$ cat config.mk
export PLATFORM = sky130hd
export DESIGN_NAME = mesh_ingress
export DESIGN_NICKNAME = d
export VERILOG_FILES = /design/src/hdl/mesh_pkg.sv /design/src/hdl/mesh_ingress.sv
export VERILOG_INCLUDE_DIRS = /design/src /design/src/hdl
export SDC_FILE = /design/constraint.sdc
export NUM_CORES = 1
export LEC_CHECK = 0
export BUFFER_PORTS_ARGS = -buffer_cell sky130_fd_sc_hd__buf_2
export CAP_MARGIN = 10
export CORE_ASPECT_RATIO = 1.4
export CORE_UTILIZATION = 30
export DETAILED_ROUTE_END_ITERATION = 6
export PLACE_DENSITY = 0.6
export SLEW_MARGIN = 10
export SYNTH_ARGS = -nofsm -noshare
export SYNTH_HDL_FRONTEND = slang
export SYNTH_SLANG_ARGS = --single-unit
$ cat constraint.sdc
create_clock -name clk_i -period 4.8 [get_ports clk_i]
set_input_delay 0.24 -clock clk_i [delete_from_list [all_inputs] [get_ports clk_i]]
set_output_delay 0.24 -clock clk_i [all_outputs]
set_load 0.02 [all_outputs]
$ cat src/hdl/mesh_params.svh
// mesh size, coordinate width, scratch depth and data width macros
`ifndef MESH_PARAMS_SVH
`define MESH_PARAMS_SVH

// tile columns and rows
`define MESH_X 2
`define MESH_Y 2

// global coordinate width, same for x and y
`define MESH_CORD_W 4

// scratch words per tile
`define MESH_MEM_WORDS 4

// data word width
`define MESH_DATA_W 16

`endif
$ cat src/hdl/mesh_pkg.sv
// coordinate, address and data typedefs, packet op and tile state enums, packet and link structs
`include "mesh_params.svh"

package mesh_pkg;

  // global tile coordinates
  typedef logic [`MESH_CORD_W-1:0] x_cord_t;
  typedef logic [`MESH_CORD_W-1:0] y_cord_t;

  // scratch word index and data word
  typedef logic [$clog2(`MESH_MEM_WORDS)-1:0] mem_addr_t;
  typedef logic [`MESH_DATA_W-1:0] mesh_data_t;

  typedef enum logic [1:0] {
    op_write = 2'd0,
    op_read  = 2'd1,
    op_resp  = 2'd2
  } mesh_op_e;

  // one slot handshake sequence, shared by ingress, tile and egress
  typedef enum logic [2:0] {
    st_idle     = 3'd0,
    st_recv_ack = 3'd1,
    st_process  = 3'd2,
    st_send     = 3'd3,
    st_release  = 3'd4
  } tile_state_e;

  // in a response, dest_x/dest_y carry the source tile
  typedef struct packed {
    mesh_op_e   op;
    x_cord_t    dest_x;
    y_cord_t    dest_y;
    mem_addr_t  addr;
    mesh_data_t data;
  } mesh_pkt_s;

  // forward half of a link; ack runs back as its own bit
  typedef struct packed {
    logic      req;
    mesh_pkt_s pkt;
  } mesh_link_s;

endpackage

$ cat src/hdl/mesh_ingress.sv
// host request ingress with destination bounds check, drop counter and tile-side injection
`timescale 1ns/100ps
`include "mesh_params.svh"

module mesh_ingress (
  input  logic                 clk_i,
  input  logic                 rst_i,
  input  mesh_pkg::x_cord_t    origin_x_i,
  input  mesh_pkg::y_cord_t    origin_y_i,
  input  mesh_pkg::mesh_link_s host_link_i,
  output logic                 host_ack_o,
  output mesh_pkg::mesh_link_s tile_link_o,
  input  logic                 tile_ack_i,
  output logic [15:0]          drop_count_o
);

  mesh_pkg::tile_state_e state;
  mesh_pkg::mesh_pkt_s   slot;
  logic                  tile_req;
  mesh_pkg::x_cord_t     off_x;
  mesh_pkg::y_cord_t     off_y;
  logic                  dest_ok;

  // offsets wrap below the origin, so one unsigned compare covers both sides
  always_comb begin
    off_x   = slot.dest_x - origin_x_i;
    off_y   = slot.dest_y - origin_y_i;
    dest_ok = (off_x < mesh_pkg::x_cord_t'(`MESH_X)) &&
              (off_y < mesh_pkg::y_cord_t'(`MESH_Y)) &&
              (slot.op != mesh_pkg::op_resp);
  end

  always_ff @(posedge clk_i) begin
    if (state == mesh_pkg::st_idle && host_link_i.req) begin
      slot <= host_link_i.pkt;
    end
  end

  always_ff @(posedge clk_i) begin
    if (rst_i) begin
      state        <= mesh_pkg::st_idle;
      host_ack_o   <= 1'b0;
      tile_req     <= 1'b0;
      drop_count_o <= '0;
    end else begin
      case (state)
        mesh_pkg::st_idle: begin
          if (host_link_i.req) begin
            host_ack_o <= 1'b1;
            state      <= mesh_pkg::st_recv_ack;
          end
        end
        mesh_pkg::st_recv_ack: begin
          if (!host_link_i.req) begin
            host_ack_o <= 1'b0;
            state      <= mesh_pkg::st_process;
          end
        end
        mesh_pkg::st_process: begin
          if (dest_ok) begin
            tile_req <= 1'b1;
            state    <= mesh_pkg::st_send;
          end else begin
            drop_count_o <= drop_count_o + 16'd1;
            state        <= mesh_pkg::st_idle;
          end
        end
        mesh_pkg::st_send: begin
          if (tile_ack_i) begin
            tile_req <= 1'b0;
            state    <= mesh_pkg::st_release;
          end
        end
        mesh_pkg::st_release: begin
          // no new host packet until tile (0,0) drops its ack
          if (!tile_ack_i) begin
            state <= mesh_pkg::st_idle;
          end
        end
        default: state <= mesh_pkg::st_idle;
      endcase
    end
  end

  assign tile_link_o = '{req: tile_req, pkt: slot};

endmodule

# Yosys cells after proc, flatten, opt, wreduce, memory -nomap -nowiden
# Index checks and enable logic that the tools add are counted.
word_totals:
  ff_bits: 49
  input_bits: 40
  output_inout_bits: 46
  word_cells: 47
op_classes:
  n_addsub: 3
  magnitude_cmp: 2
  eq_ne: 10
  muxes: 12
  bitwise: 1
  reduce_logical: 10
op_table:
  columns: ["operator", "count"]
  rows:
  - ["adder 16 x 1 -> 16 bit, second input constant", 1]
  - ["case mux 3 bit (5 select lines)", 1]
  - ["two-way mux 3 bit", 4]
  - ["inequality test 2 bit, second input constant", 6]
  - ["< comparator 4 x 2 -> 1 bit, second input constant", 2]
  - ["subtractor 4 bit", 2]
  - ["== test 3 x 2 -> 1 bit, second input constant", 2]
  - ["AND reduction 3 bit", 2]
  - ["two-way mux 1 bit", 4]
  - ["case mux 1 bit (2 select lines)", 2]
  - ["AND reduction 4 bit", 1]
  - ["nonzero test 2 bit", 2]
  - ["== test 3 x 1 -> 1 bit, second input constant", 1]
  - ["== test 3 bit, second input constant", 1]
  - ["logical AND 1 bit", 3]
  - ["logical NOT 3 bit", 1]
  - ["two-way mux 2 bit", 1]
  - ["AND reduction 2 bit", 1]
  - ["inverter 1 bit", 1]

# Longest topological paths before layout
depth:
  word_depth: 6
  depth_mapped: 8
  mapped_depth_nobuf: 7

# Worst setup path before layout
# Ideal clock, no wire load.
synth_path:
  kind: "register to register"
  from: "register state[1]"
  to: "register slot (netlist bit tile_link_o[0]), enable pin"
  setup_time_ns: 0.448
  arrival_time_ns: 2.532
  required_time_ns: 4.352
  path_slack_ns: 1.820
  path_stages_with_launch: 4
  cell_sequence: "dfxtp_1 > buf_4 > nand2b_1 > nor3_1"
synth_between:
  elab_chain_cells: 2
synth_lines:
  columns: ["item", "line", "source"]
  rows:
  - ["from (decl)", "mesh_ingress.sv:17", "mesh_pkg::tile_state_e state;"]
  - ["from (signal assigned)", "mesh_ingress.sv:41", "state <= mesh_pkg::st_idle;"]
  - ["from (signal assigned)", "mesh_ingress.sv:50", "state <= mesh_pkg::st_recv_ack;"]
  - ["from (signal assigned)", "mesh_ingress.sv:56", "state <= mesh_pkg::st_process;"]
  - ["logical NOT 3 bit", "mesh_ingress.sv:34", "if (state == mesh_pkg::st_idle && host_link_i.req) begin"]
  - ["logical AND 1 bit", "mesh_ingress.sv:34", null]
  - ["to (signal assigned)", "mesh_ingress.sv:35", "slot <= host_link_i.pkt;"]
  - ["to (decl)", "mesh_ingress.sv:18", "mesh_pkg::mesh_pkt_s slot;"]
# Every way passes these cells.
# A chain may end at the register's enable or synchronous reset.

# Worst setup path in the final report
layout_path:
  from: "register slot (netlist bit tile_link_o[18])"
  to: "register drop_count_o[13]"
layout_between:
  elab_chain_cells: 6
layout_lines:
  columns: ["item", "line", "source"]
  rows:
  - ["subtractor 4 bit", "mesh_ingress.sv:27", "off_y = slot.dest_y - origin_y_i;"]
  - ["< comparator 4 x 2 -> 1 bit", "mesh_ingress.sv:29", "(off_y < mesh_pkg::y_cord_t'(`MESH_Y)) &&"]
  - ["logical AND 1 bit (2 in a row)", "mesh_ingress.sv:28", "dest_ok = (off_x < mesh_pkg::x_cord_t'(`MESH_X)) &&"]
  - ["inverter 1 bit (no source line)", null, null]
  - ["AND reduction 2 bit (no source line)", null, null]
  - ["to (signal assigned)", "mesh_ingress.sv:64", "drop_count_o <= drop_count_o + 16'd1;"]
  - ["to (decl)", "mesh_ingress.sv:14", "output logic [15:0] drop_count_o"]
# Every way passes these cells.

==> impl_metrics.tcl <==
set metrics [dict create \
    drc_errors 0 \
    fin_crit_ps 2780 \
    path_class "reg2reg" \
    r2r-end "drop_count_o[13]$_SDFFE_PP0P_" \
    r2r_cells 7 \
    status "completed" \
    syn_inst 197 \
    routabilityCongestion 0.731 \
    synth_edf_count 28 \
    rrSetupSlack_ps 2020 \
    cts_hold_buffers 0 \
    holdPathStages 1 \
    cts.repair.resized 0 \
    rsz0062_at_grt "false" \
    dp_cells 371 \
    whs_endpoint "tile_link_o[25]$_DFFE_PP_" \
    grt_antenna_before_repair 0 \
    cp_num_buf_inv 0 \
    total_leakage_power_uw 0.00126 \
    grt_max_degree 38 \
    vias 1759 \
    avgSynthCellArea_um2 11.6 \
    hold_viol 0 \
    placementRows 37 \
    hp-start "host_link_i[25]" \
    dr.pass1.iters 4 \
    dpl.hpwl_mm 3.49 \
    finalClockSkew_ps 5.94 \
    critPathLaunchType "flop" \
    tightestPinTransition_ps 1070 \
    die_area_um2 7990 \
    ant_nets 0 \
    diodes 0 \
    whs_ps 111 \
    grt_overflow 0 \
    ios 86 \
    syn2layout_area_growth_pct 25.9 \
    final_nets 328 \
    hp-class "in2reg" \
    wl_per_cell_um 12.3 \
    initial_core_util_pct 31.1 \
    fmax_ghz 0.359 \
    final-setup-viol-count 0 \
    cp_max_fo 17 \
    fin_crit_sh_pct 58.0 \
    path_cells "nand2b_1 -> fa_1 -> nor2_1 -> o21ai_0 -> nor3_2 -> a31oi_1 -> mux2_1" \
    fin_ws_ps 2020 \
    die_w_um 75.8 \
    cp-end-kind "flop" \
    cellPowerDensity_nw_per_um2 293 \
    htree_levels 2 \
    cts_inserted_buffers 5 \
    grt_pass1_vias 1665 \
    synth_seq_cells 49 \
    insertion_delay_ps 300 \
    routed_wirelength_mm 4.66 \
    core_um2 7360 \
    cp_data_arrival_time_ps 2970 \
    grt_pass1_wl_mm 7.41 \
    crit_required_ps 4980 \
    io_buffers 85 \
    cts_buffer_depth 2 \
    instances_no_fill 379 \
    ys_dominant_reg_cell "edfxtp_1" \
    dp_slack_ps 2020 \
    post_cts_buffers 0 \
    slew_viol_final 0 \
    slew_headroom_pct 28.3 \
    synth_cell_types 36 \
    max-cap-violations 0 \
    synthArstFlopShare_pct 0 \
    grt.total_usage_pct 12.0 \
    fin_util_pct 39.1 \
    final_layout_size_suffix_gt1_share_pct 37.6 \
    vias_per_cell 4.64 \
    crit_family "simple AND/OR/NAND/NOR gates" \
    clkSlewWorstSetupHoldPaths_ps 90 \
    cts_tree "yes" \
    cts.sinks 49 \
    syn-num-nets 244 \
    yosysWarnings 0 \
    cp.depth 7 \
    drt_iter0_markers 65 \
    ys_seq_area_share_pct 55.1 \
    critPathSlowestCell "nor3_2" \
    r2r_start "tile_link_o[18]$_DFFE_PP_" \
    netlist_area_um2 2290 \
    tns_ps 0 \
    dieHeight_um 105 \
    crit_path_max_incr_delay_ps 880 \
    ir_drop_v 0.000175 \
    cts_root_buf "clkbuf_8" \
]
logic make-up after synthesis:
kind of cell / count (synthesis) / share of synthesized area, %
simple gates: 74 / 18.2
flops: 49 / 55.1
compound gates: 28 / 7.98
buf+inv: 17 / 4.15
mux: 16 / 7.82
fa+ha+maj: 7 / 4.48
xor+xnor: 6 / 2.30
layout by cell type (no fill, tap or decap), types with 2 or more instances in the layout:
cell / instances
dfxtp_1: 21
a21o_1: 2
nor2_1: 19
nand2b_1: 6
nand4_1: 9
xor2_1: 4
mux2_1: 8
nand2_1: 6
buf_4: 3
nand3_1: 5
fa_1: 2
o21ai_0: 2
a31oi_1: 15
edfxtp_1: 28
nor2b_1: 16
and3_1: 4
clkbuf_8: 5
a311oi_1: 3
mux2_2: 7
ha_1: 5
a21oi_1: 3
xnor2_1: 2
and2_1: 3
inv_1: 6
buf_2: 85
nor3_2: 2
cells in the mapped netlist (2+ instances only):
cell type	number	area share, %
dfxtp_1	21	18
mux2_1	8	3.9
nand2b_1	6	1.6
xnor2_1	2	0.77
a31oi_1	15	4.1
o21ai_0	2	0.44
nor2_1	19	3.1
and2_1	3	0.82
nand4_1	9	2.5
fa_1	2	1.7
inv_1	6	0.98
buf_6	3	1.5
mux2_2	7	3.4
nand3_1	5	1.1
nand2_1	6	0.98
buf_4	2	0.66
a311oi_1	3	1.1
ha_1	5	2.7
a21o_1	2	0.66
a21oi_1	3	0.66
and3_1	4	1.1
clkbuf_1	5	0.82
nor2b_1	16	4.4
edfxtp_1	28	37
xor2_1	4	1.5
per-layer routing:
layer | wire length (µm) | part of all wire (%) | GRT usage (%)
met1 | 1970 | 42 | 13.9
met2 | 2370 | 51 | 20.9
met3 | 282 | 6.0 | 3.15
met4 | 38 | 0.82 | 3.97
met5 | 0 | 0 | 0
power by group:
group	leakage (µW)	internal [µW]	switching (µW)	total, µW
logic	0.000779	45.1	81.0	126
clock network	0.0000445	104	141	245
registers	0.000437	464	8.14	472
state kept, by name, summed over array words and instances, names as in the netlist:
name and count:
tile_req 1, state 3, host_ack_o 1, tile_link_o 28, drop_count_o 16
through the flow:
stage | instance area [µm²] | total power (µW)
5_1_grt | 2880 | 885
4_1_cts | 2880 | 859
3_5_place_dp | 2790 | 610
3_3_place_gp | 2790 | 609
6_report | 2880 | 843
2_1_floorplan | 2290 | 566
how the worst max path moves through the flow:
stage                                    from                            end  slack [ps]
CTS                 tile_link_o[18]$_DFFE_PP_  drop_count_o[13]$_SDFFE_PP0P_        1990
floorplan               state[1]$_SDFFE_PP0P_       tile_link_o[0]$_DFFE_PP_        1820
global route        tile_link_o[18]$_DFFE_PP_   drop_count_o[0]$_SDFFE_PP0P_        1850
detailed placement  tile_link_o[18]$_DFFE_PP_  drop_count_o[13]$_SDFFE_PP0P_        2020
finish              tile_link_o[18]$_DFFE_PP_  drop_count_o[13]$_SDFFE_PP0P_        2020
global placement    tile_link_o[18]$_DFFE_PP_   drop_count_o[0]$_SDFFE_PP0P_        2030
cell type report:
cell class,instances,area (µm²)
sequential,49,1260
tap,97,121
clock inverter,3,21.3
timing repair buffer,88,448
clock buffer,5,68.8
fill,724,4480
inverter,6,22.5
multi-input combinational,131,937
No activity file was read; power rests on OpenSTA's default activity.
