`config.mk`:
```
export PLATFORM = sky130hd
export DESIGN_NAME = mesh_tile_array
export DESIGN_NICKNAME = d
export VERILOG_FILES = /design/src/hdl/mesh_pkg.sv /design/src/hdl/mesh_tile_array.sv /design/src/hdl/mesh_tile.sv
export VERILOG_INCLUDE_DIRS = /design/src /design/src/hdl
export SDC_FILE = /design/constraint.sdc
export NUM_CORES = 1
export LEC_CHECK = 0
export ABC_AREA = 0
export BUFFER_PORTS_ARGS = -buffer_cell sky130_fd_sc_hd__clkbuf_2
export CAP_MARGIN = 20
export CORE_ASPECT_RATIO = 0.7
export CORE_MARGIN = 4
export CORE_UTILIZATION = 40
export DETAILED_ROUTE_END_ITERATION = 12
export HOLD_SLACK_MARGIN = 0.08
export PLACE_DENSITY_LB_ADDON = 0.2
export SLEW_MARGIN = 20
export SYNTH_ARGS = -nofsm -noshare
export SYNTH_HDL_FRONTEND = slang
export SYNTH_HIERARCHICAL = 1
export SYNTH_SLANG_ARGS = --single-unit
```
`constraint.sdc`:
```
create_clock -name clk_i -period 5.12 [get_ports clk_i]
set_input_delay 0.768 -clock clk_i [delete_from_list [all_inputs] [get_ports clk_i]]
set_output_delay 0.768 -clock clk_i [all_outputs]
set_load 0.02 [all_outputs]
```
`src/hdl/mesh_params.svh`:
```
// mesh size, coordinate width, scratch depth and data width macros
`ifndef MESH_PARAMS_SVH
`define MESH_PARAMS_SVH

// tile columns and rows
`define MESH_X 2
`define MESH_Y 2

// global coordinate width, same for x and y
`define MESH_CORD_W 4

// scratch words per tile
`define MESH_MEM_WORDS 4

// data word width
`define MESH_DATA_W 16

`endif
```
`src/hdl/mesh_pkg.sv`:
```
// coordinate, address and data typedefs, packet op and tile state enums, packet and link structs
`include "mesh_params.svh"

package mesh_pkg;

  // global tile coordinates
  typedef logic [`MESH_CORD_W-1:0] x_cord_t;
  typedef logic [`MESH_CORD_W-1:0] y_cord_t;

  // scratch word index and data word
  typedef logic [$clog2(`MESH_MEM_WORDS)-1:0] mem_addr_t;
  typedef logic [`MESH_DATA_W-1:0] mesh_data_t;

  typedef enum logic [1:0] {
    op_write = 2'd0,
    op_read  = 2'd1,
    op_resp  = 2'd2
  } mesh_op_e;

  // one slot handshake sequence, shared by ingress, tile and egress
  typedef enum logic [2:0] {
    st_idle     = 3'd0,
    st_recv_ack = 3'd1,
    st_process  = 3'd2,
    st_send     = 3'd3,
    st_release  = 3'd4
  } tile_state_e;

  // in a response, dest_x/dest_y carry the source tile
  typedef struct packed {
    mesh_op_e   op;
    x_cord_t    dest_x;
    y_cord_t    dest_y;
    mem_addr_t  addr;
    mesh_data_t data;
  } mesh_pkt_s;

  // forward half of a link; ack runs back as its own bit
  typedef struct packed {
    logic      req;
    mesh_pkt_s pkt;
  } mesh_link_s;

endpackage

```
`src/hdl/mesh_tile_array.sv`:
```
// tile grid with neighbour link stitching, edge tie-offs and row-0 coordinate seeds
`timescale 1ns/100ps
`include "mesh_params.svh"

module mesh_tile_array (
  input  logic                                clk_i,
  input  logic                                rst_i,
  input  mesh_pkg::x_cord_t                   origin_x_i,
  input  mesh_pkg::y_cord_t                   origin_y_i,
  input  mesh_pkg::mesh_link_s                in_link_i,
  output logic                                in_ack_o,
  output mesh_pkg::mesh_link_s [`MESH_Y-1:0]  out_link_o,
  input  logic [`MESH_Y-1:0]                  out_ack_i
);

  // per-tile link and chain signals, indexed [row][col]
  mesh_pkg::mesh_link_s w_link_li [`MESH_Y][`MESH_X];
  mesh_pkg::mesh_link_s n_link_li [`MESH_Y][`MESH_X];
  mesh_pkg::mesh_link_s e_link_lo [`MESH_Y][`MESH_X];
  mesh_pkg::mesh_link_s s_link_lo [`MESH_Y][`MESH_X];
  logic                 w_ack_lo  [`MESH_Y][`MESH_X];
  logic                 n_ack_lo  [`MESH_Y][`MESH_X];
  logic                 e_ack_li  [`MESH_Y][`MESH_X];
  logic                 s_ack_li  [`MESH_Y][`MESH_X];
  logic                 rst_li    [`MESH_Y][`MESH_X];
  logic                 rst_lo    [`MESH_Y][`MESH_X];
  mesh_pkg::x_cord_t    x_li      [`MESH_Y][`MESH_X];
  mesh_pkg::x_cord_t    x_lo      [`MESH_Y][`MESH_X];
  mesh_pkg::y_cord_t    y_li      [`MESH_Y][`MESH_X];
  mesh_pkg::y_cord_t    y_lo      [`MESH_Y][`MESH_X];

  for (genvar r = 0; r < `MESH_Y; r++) begin : g_row
    for (genvar c = 0; c < `MESH_X; c++) begin : g_col
      mesh_tile i_mesh_tile (
        .clk_i    (clk_i),
        .rst_i    (rst_li[r][c]),
        .rst_o    (rst_lo[r][c]),
        .x_i      (x_li[r][c]),
        .y_i      (y_li[r][c]),
        .x_o      (x_lo[r][c]),
        .y_o      (y_lo[r][c]),
        .w_link_i (w_link_li[r][c]),
        .w_ack_o  (w_ack_lo[r][c]),
        .n_link_i (n_link_li[r][c]),
        .n_ack_o  (n_ack_lo[r][c]),
        .e_link_o (e_link_lo[r][c]),
        .e_ack_i  (e_ack_li[r][c]),
        .s_link_o (s_link_lo[r][c]),
        .s_ack_i  (s_ack_li[r][c])
      );

      // west side: ingress into (0,0), idle on the rest of column 0
      if (c == 0) begin : g_w_edge
        if (r == 0) begin : g_inject
          assign w_link_li[r][c] = in_link_i;
          assign in_ack_o        = w_ack_lo[r][c];
        end else begin : g_idle
          assign w_link_li[r][c] = '0;
        end
      end else begin : g_w_nbr
        assign w_link_li[r][c]  = e_link_lo[r][c-1];
        assign e_ack_li[r][c-1] = w_ack_lo[r][c];
      end

      // east edge feeds the egress, one link per row
      if (c == `MESH_X-1) begin : g_e_edge
        assign out_link_o[r]   = e_link_lo[r][c];
        assign e_ack_li[r][c]  = out_ack_i[r];
      end

      // row 0 takes reset and seeds from the top
      if (r == 0) begin : g_n_edge
        assign n_link_li[r][c] = '0;
        assign rst_li[r][c]    = rst_i;
        assign x_li[r][c]      = origin_x_i + mesh_pkg::x_cord_t'(c);
        assign y_li[r][c]      = origin_y_i;
      end else begin : g_n_nbr
        assign n_link_li[r][c]  = s_link_lo[r-1][c];
        assign s_ack_li[r-1][c] = n_ack_lo[r][c];
        assign rst_li[r][c]     = rst_lo[r-1][c];
        assign x_li[r][c]       = x_lo[r-1][c];
        assign y_li[r][c]       = y_lo[r-1][c];
      end

      // bottom row never sends south
      if (r == `MESH_Y-1) begin : g_s_edge
        assign s_ack_li[r][c] = 1'b0;
      end
    end
  end

endmodule

```
`src/hdl/mesh_tile.sv`:
```
// mesh tile with input arbitration, single-slot XY router, scratch memory and reset/coordinate chain
`timescale 1ns/100ps
`include "mesh_params.svh"

module mesh_tile (
  input  logic                 clk_i,
  input  logic                 rst_i,
  output logic                 rst_o,
  input  mesh_pkg::x_cord_t    x_i,
  input  mesh_pkg::y_cord_t    y_i,
  output mesh_pkg::x_cord_t    x_o,
  output mesh_pkg::y_cord_t    y_o,
  input  mesh_pkg::mesh_link_s w_link_i,
  output logic                 w_ack_o,
  input  mesh_pkg::mesh_link_s n_link_i,
  output logic                 n_ack_o,
  output mesh_pkg::mesh_link_s e_link_o,
  input  logic                 e_ack_i,
  output mesh_pkg::mesh_link_s s_link_o,
  input  logic                 s_ack_i
);

  logic                  rst_r;
  mesh_pkg::x_cord_t     x_r;
  mesh_pkg::y_cord_t     y_r;
  mesh_pkg::tile_state_e state;
  mesh_pkg::mesh_pkt_s   slot;
  mesh_pkg::mesh_data_t  mem [`MESH_MEM_WORDS];
  logic                  sel_n;
  logic                  last_n;
  logic                  dir_s;
  logic                  e_req;
  logic                  s_req;
  logic                  pick_n;
  logic                  in_req;
  logic                  sel_req;
  logic                  out_ack;
  logic                  go_east;
  logic                  go_south;
  logic                  is_local;

  // one register per tile down the column
  always_ff @(posedge clk_i) begin
    rst_r <= rst_i;
    x_r   <= x_i;
    y_r   <= y_i;
  end

  assign rst_o = rst_r;
  assign x_o   = x_r;
  assign y_o   = y_r + mesh_pkg::y_cord_t'(1);

  always_comb begin
    // on a tie, serve the side that lost last time
    pick_n   = n_link_i.req & (~w_link_i.req | ~last_n);
    in_req   = w_link_i.req | n_link_i.req;
    sel_req  = sel_n ? n_link_i.req : w_link_i.req;
    out_ack  = dir_s ? s_ack_i : e_ack_i;
    // X first, then Y; responses always head east
    go_east  = (slot.op == mesh_pkg::op_resp) || (slot.dest_x != x_r);
    go_south = !go_east && (slot.dest_y != y_r);
    is_local = !go_east && !go_south;
  end

  always_ff @(posedge clk_i) begin
    if (state == mesh_pkg::st_idle && in_req) begin
      slot <= pick_n ? n_link_i.pkt : w_link_i.pkt;
    end else if (state == mesh_pkg::st_process && is_local && slot.op == mesh_pkg::op_read) begin
      slot.op     <= mesh_pkg::op_resp;
      slot.dest_x <= x_r;
      slot.dest_y <= y_r;
      slot.data   <= mem[slot.addr];
    end
  end

  // scratch words read back as zero after reset
  always_ff @(posedge clk_i) begin
    if (rst_r) begin
      mem <= '{default: '0};
    end else if (state == mesh_pkg::st_process && is_local &&
                 slot.op == mesh_pkg::op_write) begin
      mem[slot.addr] <= slot.data;
    end
  end

  always_ff @(posedge clk_i) begin
    if (rst_r) begin
      state   <= mesh_pkg::st_idle;
      w_ack_o <= 1'b0;
      n_ack_o <= 1'b0;
      e_req   <= 1'b0;
      s_req   <= 1'b0;
      sel_n   <= 1'b0;
      last_n  <= 1'b0;
      dir_s   <= 1'b0;
    end else begin
      case (state)
        mesh_pkg::st_idle: begin
          if (in_req) begin
            sel_n   <= pick_n;
            last_n  <= pick_n;
            w_ack_o <= ~pick_n;
            n_ack_o <= pick_n;
            state   <= mesh_pkg::st_recv_ack;
          end
        end
        mesh_pkg::st_recv_ack: begin
          if (!sel_req) begin
            w_ack_o <= 1'b0;
            n_ack_o <= 1'b0;
            state   <= mesh_pkg::st_process;
          end
        end
        mesh_pkg::st_process: begin
          if (go_south) begin
            s_req <= 1'b1;
            dir_s <= 1'b1;
            state <= mesh_pkg::st_send;
          end else if (go_east || slot.op == mesh_pkg::op_read) begin
            // local reads leave east as responses
            e_req <= 1'b1;
            dir_s <= 1'b0;
            state <= mesh_pkg::st_send;
          end else begin
            state <= mesh_pkg::st_idle;
          end
        end
        mesh_pkg::st_send: begin
          if (out_ack) begin
            e_req <= 1'b0;
            s_req <= 1'b0;
            state <= mesh_pkg::st_release;
          end
        end
        mesh_pkg::st_release: begin
          if (!out_ack) begin
            state <= mesh_pkg::st_idle;
          end
        end
        default: state <= mesh_pkg::st_idle;
      endcase
    end
  end

  assign e_link_o = '{req: e_req, pkt: slot};
  assign s_link_o = '{req: s_req, pkt: slot};

endmodule

```
== Word-level counts from Yosys, hierarchy flattened ==
Index checks and enable logic that the tools add are counted.
Storage, ports and cells
  output and inout port bits: 59
  register bits: 423
  bits of input ports: 41
  word-level logic and storage cells: 349
Cells by class
  equal/unequal tests: 58
  bitwise gates (word level): 10
  muxes and demuxes: 118
  $add $sub $neg: 2
  magnitude comparators: 8
  reduce and logical (&&, ||, !) cells: 88
Operator list (count)
  2-to-1 mux 16 bit: 20
  bitwise mux 64 bit: 4
  binary-select mux 16 bit (select 2 bit): 4
  demux 16 bit (select 2 bit): 4
  2-to-1 mux 10 bit: 8
  2-to-1 mux 3 bit: 20
  one-hot mux 3 bit (5 select lines): 4
  2-to-1 mux 28 bit: 2
  != test 2 bit (second input constant): 19
  2-to-1 mux 1 bit: 37
  != test 4 bit: 8
  AND reduction 4 bit: 8
  nonzero test 2 bit: 16
  logical AND 1 bit: 28
  == test 3 x 2 -> 1 bit (second input constant): 8
  one-hot mux 1 bit (2 select lines): 11
  AND reduction 3 bit: 6
  != test 2 x 1 -> 1 bit (second input constant): 7
  == test 3 x 1 -> 1 bit (second input constant): 4
  == test 3 bit (second input constant): 4
  >= comparator 3 bit (second input constant): 4
  logical NOT 3 bit: 4
  < comparator 3 x 1 -> 1 bit (second input constant): 4
  inverter 2 -> 3 bit: 4
  other kinds (11): 46

== Depth between registers and ports, before layout ==
Gate-level depths: netlist of the first run.
  word-level depth: 10
  gate-level depth with buffers: 7
  gate-level depth less buffers: 5

== Cells and area by module ==
Netlist of the first run, hierarchy kept.
Modules (own cells, without submodules)
  mesh_tile (g_row[0].g_col[0].i_mesh_tile ...): area each 5103.6 um^2, cells each 485, seq. area each 2482.4 um^2, times used 3
  mesh_tile (g_row[1].g_col[1].i_mesh_tile): area each 5437.7 um^2, cells each 482, seq. area each 2482.4 um^2, times used 1
  mesh_tile_array: area each 42.5 um^2, cells each 6, seq. area each 0.0 um^2, times used 1

== Worst setup path before layout of the first run ==
Ideal clock, no wire load.
  path type: register to register
  start: register g_row[0].g_col[1].i_mesh_tile.slot (netlist bit g_row[0].g_col[1].i_mesh_tile/e_link_o[24])
  end: register g_row[0].g_col[1].i_mesh_tile.slot (netlist bit g_row[0].g_col[1].i_mesh_tile/e_link_o[0]), enable pin
  library setup time: 445 ps
  data required time: 4675 ps
  path slack: 1313 ps
  period minus slack after synthesis: 3807 ps
  arrival time: 3362 ps
  path buffers: 0
  cell stages (with the launch flop): 5
  cell sequence: edfxtp_1 -> xor2_1 -> nor4_4 -> nand3_1 -> o21ai_0
On the way
  longest elaborated chain between the ends: 9
Ends and longest elaborated chain
  start, declared: RTL line mesh_tile.sv:27  | mesh_pkg::mesh_pkt_s slot;
  start signal, assigned: RTL line mesh_tile.sv:67  | slot <= pick_n ? n_link_i.pkt : w_link_i.pkt;
  != test 4 bit (*): RTL line mesh_tile.sv:60  | go_east = (slot.op == mesh_pkg::op_resp) || (slot.dest_x != x_r);
  logical OR 1 bit (*): RTL line mesh_tile.sv:60
  logical NOT 1 bit (*): RTL line mesh_tile.sv:61, mesh_tile.sv:62
  logical AND 1 bit: RTL line mesh_tile.sv:61  | go_south = !go_east && (slot.dest_y != y_r);
  logical NOT 1 bit: RTL line mesh_tile.sv:62  | is_local = !go_east && !go_south;
  logical AND 1 bit (*): RTL line mesh_tile.sv:62
  logical AND 1 bit (*) (2 in series): RTL line mesh_tile.sv:68  | end else if (state == mesh_pkg::st_process && is_local && slot.op == mesh_pkg::op_read) begin
  nonzero test 2 bit (no source line) (*)
Mark *: on every way between the ends. The rest lies on a longest branch, timed or not.
A chain may end at the register's enable or synchronous reset.

== Worst setup path after layout of the first run ==
  start: register g_row[0].g_col[1].i_mesh_tile.slot (netlist bit g_row[0].g_col[1].i_mesh_tile/e_link_o[18])
  end: register g_row[0].g_col[1].i_mesh_tile.slot (netlist bit g_row[0].g_col[1].i_mesh_tile/e_link_o[15]), enable pin
On the way
  longest elaborated chain between the ends: 7
Ends and longest elaborated chain (RTL line)
  != test 4 bit: mesh_tile.sv:61
  logical AND 1 bit: mesh_tile.sv:61
  logical NOT 1 bit: mesh_tile.sv:62
  logical AND 1 bit: mesh_tile.sv:62
  logical AND 1 bit (2 in series): mesh_tile.sv:68
  nonzero test 2 bit (no source line)
No other way between the ends.

==> results of run 1 <==
[final cells by class]
| cell class | count | share of cell area (%) |
|---|---|---|
| timing repair buffer | 122 | 3.02 |
| tap | 665 | 3.72 |
| inverter | 27 | 0.453 |
| clock buffer | 55 | 5.44 |
| multi-input combinational | 1330 | 42.7 |
| clock inverter | 24 | 0.649 |
| sequential | 435 | 44.0 |
[metrics by stage]
stage | util [%] | cells
floorplan | - | 1961
global placement | 42.4 | 2578
detailed placement | 42.4 | 2578
CTS | 45.1 | 2657
global route | 45.1 | 2658
finish | 45.1 | 2658
[flip-flops by register name (all words and copies together), names as in the netlist]
| register | flops |
|---|---|
| g_row.g_col.i_mesh_tile/dir_s | 4 |
| g_row.g_col.i_mesh_tile/n_ack_o | 2 |
| g_row.g_col.i_mesh_tile/s_req | 2 |
| g_row.g_col.i_mesh_tile/y_r | 16 |
| g_row.g_col.i_mesh_tile/e_req | 4 |
| g_row.g_col.i_mesh_tile/x_o | 16 |
| g_row.g_col.i_mesh_tile/e_link_o | 112 |
| g_row.g_col.i_mesh_tile/state | 12 |
| g_row.g_col.i_mesh_tile/mem | 256 |
| g_row.g_col.i_mesh_tile/last_n | 4 |
| g_row.g_col.i_mesh_tile/rst_o | 4 |
| g_row.g_col.i_mesh_tile/w_ack_o | 3 |
[power groups by stage]
stage,logic (mW),clock network (mW),registers (mW)
floorplan,0.855,0,4.05
global placement,1.12,0,4.10
detailed placement,1.13,0,4.11
CTS,1.14,3.19,4.03
global route,1.27,3.33,4.05
finish,1.17,3.11,4.03
[final timing paths]
check                                                  startpoint                                                    to  slack, ps  cells past startpoint
min reg2reg          g_row[0].g_col[1].i_mesh_tile/x_o[0]$_DFF_P_          g_row[1].g_col[1].i_mesh_tile/x_o[0]$_DFF_P_        380                      0
max          g_row[0].g_col[1].i_mesh_tile/e_link_o[18]$_DFFE_PP_  g_row[0].g_col[1].i_mesh_tile/e_link_o[15]$_DFFE_PP_       2250                      5
min                                                 origin_y_i[1]          g_row[0].g_col[1].i_mesh_tile/y_r[1]$_DFF_P_        340                      1
max reg2reg  g_row[0].g_col[1].i_mesh_tile/e_link_o[18]$_DFFE_PP_  g_row[0].g_col[1].i_mesh_tile/e_link_o[15]$_DFFE_PP_       2250                      5
[worst reg2reg max path: stages, from the launching register on]
cell	delay, ps
edfxtp_1	480
xor2_1	230
nor4_4	810
nand3_1	200
o21ai_2	390
buf_4	420
[metal layers]
metal	vias to the layer above	part of all wire (%)
met3	65	6.5
li1	6617	-
met4	0	1.8
met5	-	0
met2	344	43
met1	6809	48
==> reports/metrics.yaml, run 1 <==
grt_pass1_wl_um: 82600
synth_cells: 1861
cts_made_buffers: 43
drv_cap: 0
antenna_found_initial: 1
vias: 13800
combPwrFrac_pct: 14.0
max_slew.worst_pin.slew_ps: 1200
die-height_um: 196
final.setup_skew_ps: 12.7
routed_wl_um: 53500
crit_chain: "xor2_1 > nor4_4 > nand3_1 > o21ai_2 > buf_4"
clockBufferDepth: 3
drcViolationCount: 0
clkSinkCount: 435
arrival_ps: 3080
worst_setup_path_start_kind: "flop"
grt_usage_pct: 19.3
final_area_mm2: 0.0223
grt_max_degree: 89
clkPwrFrac_pct: 37.5
n_antenna_cell: 0
area_delta_synth_final_pct: 11.0
fin_hold_ws_ps: 343
initial_core_util_pct: 40.7
seqPwrFrac_pct: 48.5
io_buffers: 99
hold_class: "input port to flop"
cellPowerDensity_mw_per_mm2: 372
setup_ws_ps: 2250
placed_area_mm2: 0.0210
slew_viol_final: 0
cp_top_family: "simple AND/OR/NAND/NOR gates"
crit_required_ps: 5320
ys_warn_count: 6
grt_pass1_vias: 13600
layout-drive-gt1-share_pct: 15.2
ios: 100
post-route-min-period_ps: 2870
clkSlewWorstSetupHoldPaths_ps: 60
final_cell_mix: "322 x dfxtp_1, 310 x nand2_1, 288 x mux2i_1"
power.share.switching_pct: 29.4
layout_commonest_cell: "dfxtp_1"
row_count: 68
max_freq_mhz: 348
slowest_stage: "nor4_4"
wl_per_cell_um: 20.1
die_x_um: 276
cts_tree: "done"
core_mm2: 0.0495
ctsHoldBuffers: 0
switchingPower_mw: 2.44
worstSkewPairLatency_ps: 550
grt.met2_usage_pct: 29.1
place_hpwl_um: 36800
final_net_count: 2003
p_leak_nw: 9.68
cts_setup_buffers: 0
pre_cts_ws_ps: 2330
final_hold_viol_count: 0
setup_viol: 0
met1_usage_pct: 28.8
tns_ps: 0
critical_path_class: "flop to flop"
end_kind: "flop"
met3_usage_pct: 4.09
outcome: "finished, final reports clean"
grt.overflow.total: 0
peakVddDrop_mv: 0.276
h-tree-depth: 2
gp_congestion: 0.828
totalPowerFinal_mw: 8.30
path_max_fanout: 22
viasPerCell: 5.21
syn_area_per_cell_um2: 10.8
n_fill_cell: 4687
crit_buf_inv: 1
dr.pass1.iters: 5
drtAntennaViolNets: 0
finalCritPeriodShare_pct: 56.1
mappedNetlistArea_mm2: 0.0201
first_iter_violations: 1237
p_int_mw: 5.86
grt-busiest-layer: "met2"
ctsResizeCount: 0
multi_input_area_mm2: 0.00955
slew_headroom_pct: 19.9
clock_tree.root_cell: "clkbuf_16"
die_area_mm2: 0.0540
grt_setup_unrepaired: "no"
critPathMaxStageDelay_ps: 810
seq_area_mm2: 0.00983
Power figures use the tool's default switching activity.
==> run 2: changes to the inputs <==
clock period = 2.75 ns   (was 5.12 ns; I/O delays follow)
==> run 2 against run 1 <==
Effect of this change: core utilization up 1.0 points; flip-flop and latch count is the same; total power increased by 93%; fmax is 18% higher; via count increased by 0.77%; count of clock-buffer cells in the layout up 15; final cell count up 1.4%; register-to-register slack got worse by 1900 ps; hold slack got worse by 180 ps; critical path type unchanged.
==> reports/metrics.yaml, run 2 (synthesis results as in run 1) <==
outcome: "finished, final reports clean"
cts_setup_buffers: 0  # unchanged
max_slew.worst_pin.slew_ps: 1230  # +35.6 ps
place_hpwl_um: 37500  # +1.7%
clock_tree.root_cell: "clkbuf_16"
layout_commonest_cell: "dfxtp_1"
initial_core_util_pct: 40.7  # unchanged
grt_setup_unrepaired: "no"
worstSkewPairLatency_ps: 560  # about the same
final_net_count: 2039  # +1.8%
final.setup_skew_ps: 14.8  # +2.12 ps
multi_input_area_mm2: 0.00955  # about the same
drcViolationCount: 0  # unchanged
pre_cts_ws_ps: 354  # -1980 ps
row_count: 68  # unchanged
grt_pass1_vias: 13600  # +0.42%
post-route-min-period_ps: 2430  # -442 ps
cts_made_buffers: 44  # +2.3%
top_register: "g_row.g_col.i_mesh_tile/mem"
slowest_stage: "nand4_4"
antenna_found_initial: 1  # unchanged
tns_ps: 0  # unchanged
grt.overflow.total: 0  # unchanged
largest_reg_flops: 256  # unchanged
worst_setup_path_start_kind: "flop"
h-tree-depth: 2  # unchanged
crit_required_ps: 3220  # -2100 ps
stdcell_count: 2696  # +1.4%
final_area_mm2: 0.0228  # +2.2%
setup_viol: 0  # unchanged
p_leak_nw: 9.94  # +2.7%
slew_headroom_pct: 17.6  # -2.4 points
cts_tree: "done"
peakVddDrop_mv: 0.388  # +40%
grt_usage_pct: 19.4  # +0.10 points
wl_per_cell_um: 19.9  # -1.0%
area_delta_synth_final_pct: 13.5
n_fill_cell: 4605  # -1.7%
gp_congestion: 0.795  # -4.0%
drv_cap: 0  # unchanged
vias: 13900  # +0.77%
placed_area_mm2: 0.0212  # +1.3%
arrival_ps: 2900  # -180 ps
critPathMaxStageDelay_ps: 530  # -280 ps
die_x_um: 276  # unchanged
crit_buf_inv: 0  # -1
grt_pass1_wl_um: 83100  # +0.67%
cellPowerDensity_mw_per_mm2: 703  # +89%
die_area_mm2: 0.0540  # unchanged
clockBufferDepth: 3  # unchanged
io_buffers: 99  # unchanged
end_kind: "flop"
finalCritPeriodShare_pct: 88.3  # +32 points
critical_path_class: "flop to flop"
seq_area_mm2: 0.00983  # unchanged
final_cell_mix: "322 x dfxtp_1, 311 x nand2_1, 288 x mux2i_1"
cp_top_family: "simple AND/OR/NAND/NOR gates"
ctsResizeCount: 0  # unchanged
crit_chain: "or3b_4 > nor4_4 > nand4_4 > mux2i_1"
drtAntennaViolNets: 0  # unchanged
path_max_fanout: 16  # -27%
layout-drive-gt1-share_pct: 16.1  # +0.95 points
fin_hold_ws_ps: 164  # -179 ps
n_antenna_cell: 0  # unchanged
slew_viol_final: 0  # unchanged
setup_ws_ps: 321  # -1930 ps
hold_class: "input port to flop"
clkSinkCount: 435  # unchanged
totalPowerFinal_mw: 16.0  # +93%
grt_max_degree: 82  # -7.9%
dp_cells: 2605  # +1.0%
viasPerCell: 5.17  # -0.65%
fin_util_pct: 46.1  # +1.0 points
die-height_um: 196  # unchanged
final_hold_viol_count: 0  # unchanged
max_freq_mhz: 412  # +18%
ios: 100  # unchanged
core_mm2: 0.0495  # unchanged
first_iter_violations: 952  # -23%
clkSlewWorstSetupHoldPaths_ps: 60  # about the same
ctsHoldBuffers: 8  # +8
dr.pass1.iters: 5  # unchanged
routed_wl_um: 53700  # +0.38%
run 2: changes by cell type in the layout (fill, tap and decap cells not counted), sizes merged, moves of 3 or more:
cell	before	now
buf	23	49
bufinv	1	4
clkinvlp	4	1
dlygate4sd3	0	9
clkinv	20	7
clkbuf	154	169
run 2: metal layers:
metal,GRT usage (%),vias to the layer above,routed length (µm)
li1,-,6673,-
met1,29.2,6856,26500
met2,29.0,346,23000
met3,3.95,67,3190
met4,4.19,0,1050
met5,0,-,0
run 2: path summary, 6_finish.rpt:
kind	end	from	cells past startpoint	slack (ps)
min reg2reg	g_row[1].g_col[0].i_mesh_tile/x_o[0]$_DFF_P_	g_row[0].g_col[0].i_mesh_tile/x_o[0]$_DFF_P_	0	380
min	g_row[0].g_col[0].i_mesh_tile/e_link_o[17]$_DFFE_PP_	in_link_i[17]	3	160
max reg2reg	g_row[1].g_col[1].i_mesh_tile/mem[48]$_SDFFE_PP0P_	g_row[1].g_col[1].i_mesh_tile/state[1]$_SDFFE_PP0P_	4	320
max	g_row[1].g_col[1].i_mesh_tile/mem[48]$_SDFFE_PP0P_	g_row[1].g_col[1].i_mesh_tile/state[1]$_SDFFE_PP0P_	4	320
run 2: power by group:
part | internal [mW] | switching (mW) | total (mW) | leakage, nW
Combinational | 0.748 | 1.48 | 2.23 | 5.52
Sequential | 7.04 | 0.517 | 7.55 | 3.69
Clock | 3.70 | 2.56 | 6.26 | 0.732
run 2: cell type report:
class	count	share of cell area [%]
tap	665	3.64
multi-input combinational	1330	41.8
inverter	27	0.444
clock inverter	12	0.750
timing repair buffer	157	4.50
clock buffer	70	5.83
sequential	435	43.0
run 2: tightest hold or removal path, stage by stage:
cell and delay [ps]:
clkbuf_2 80, nand2_1 40, nand2_1 60
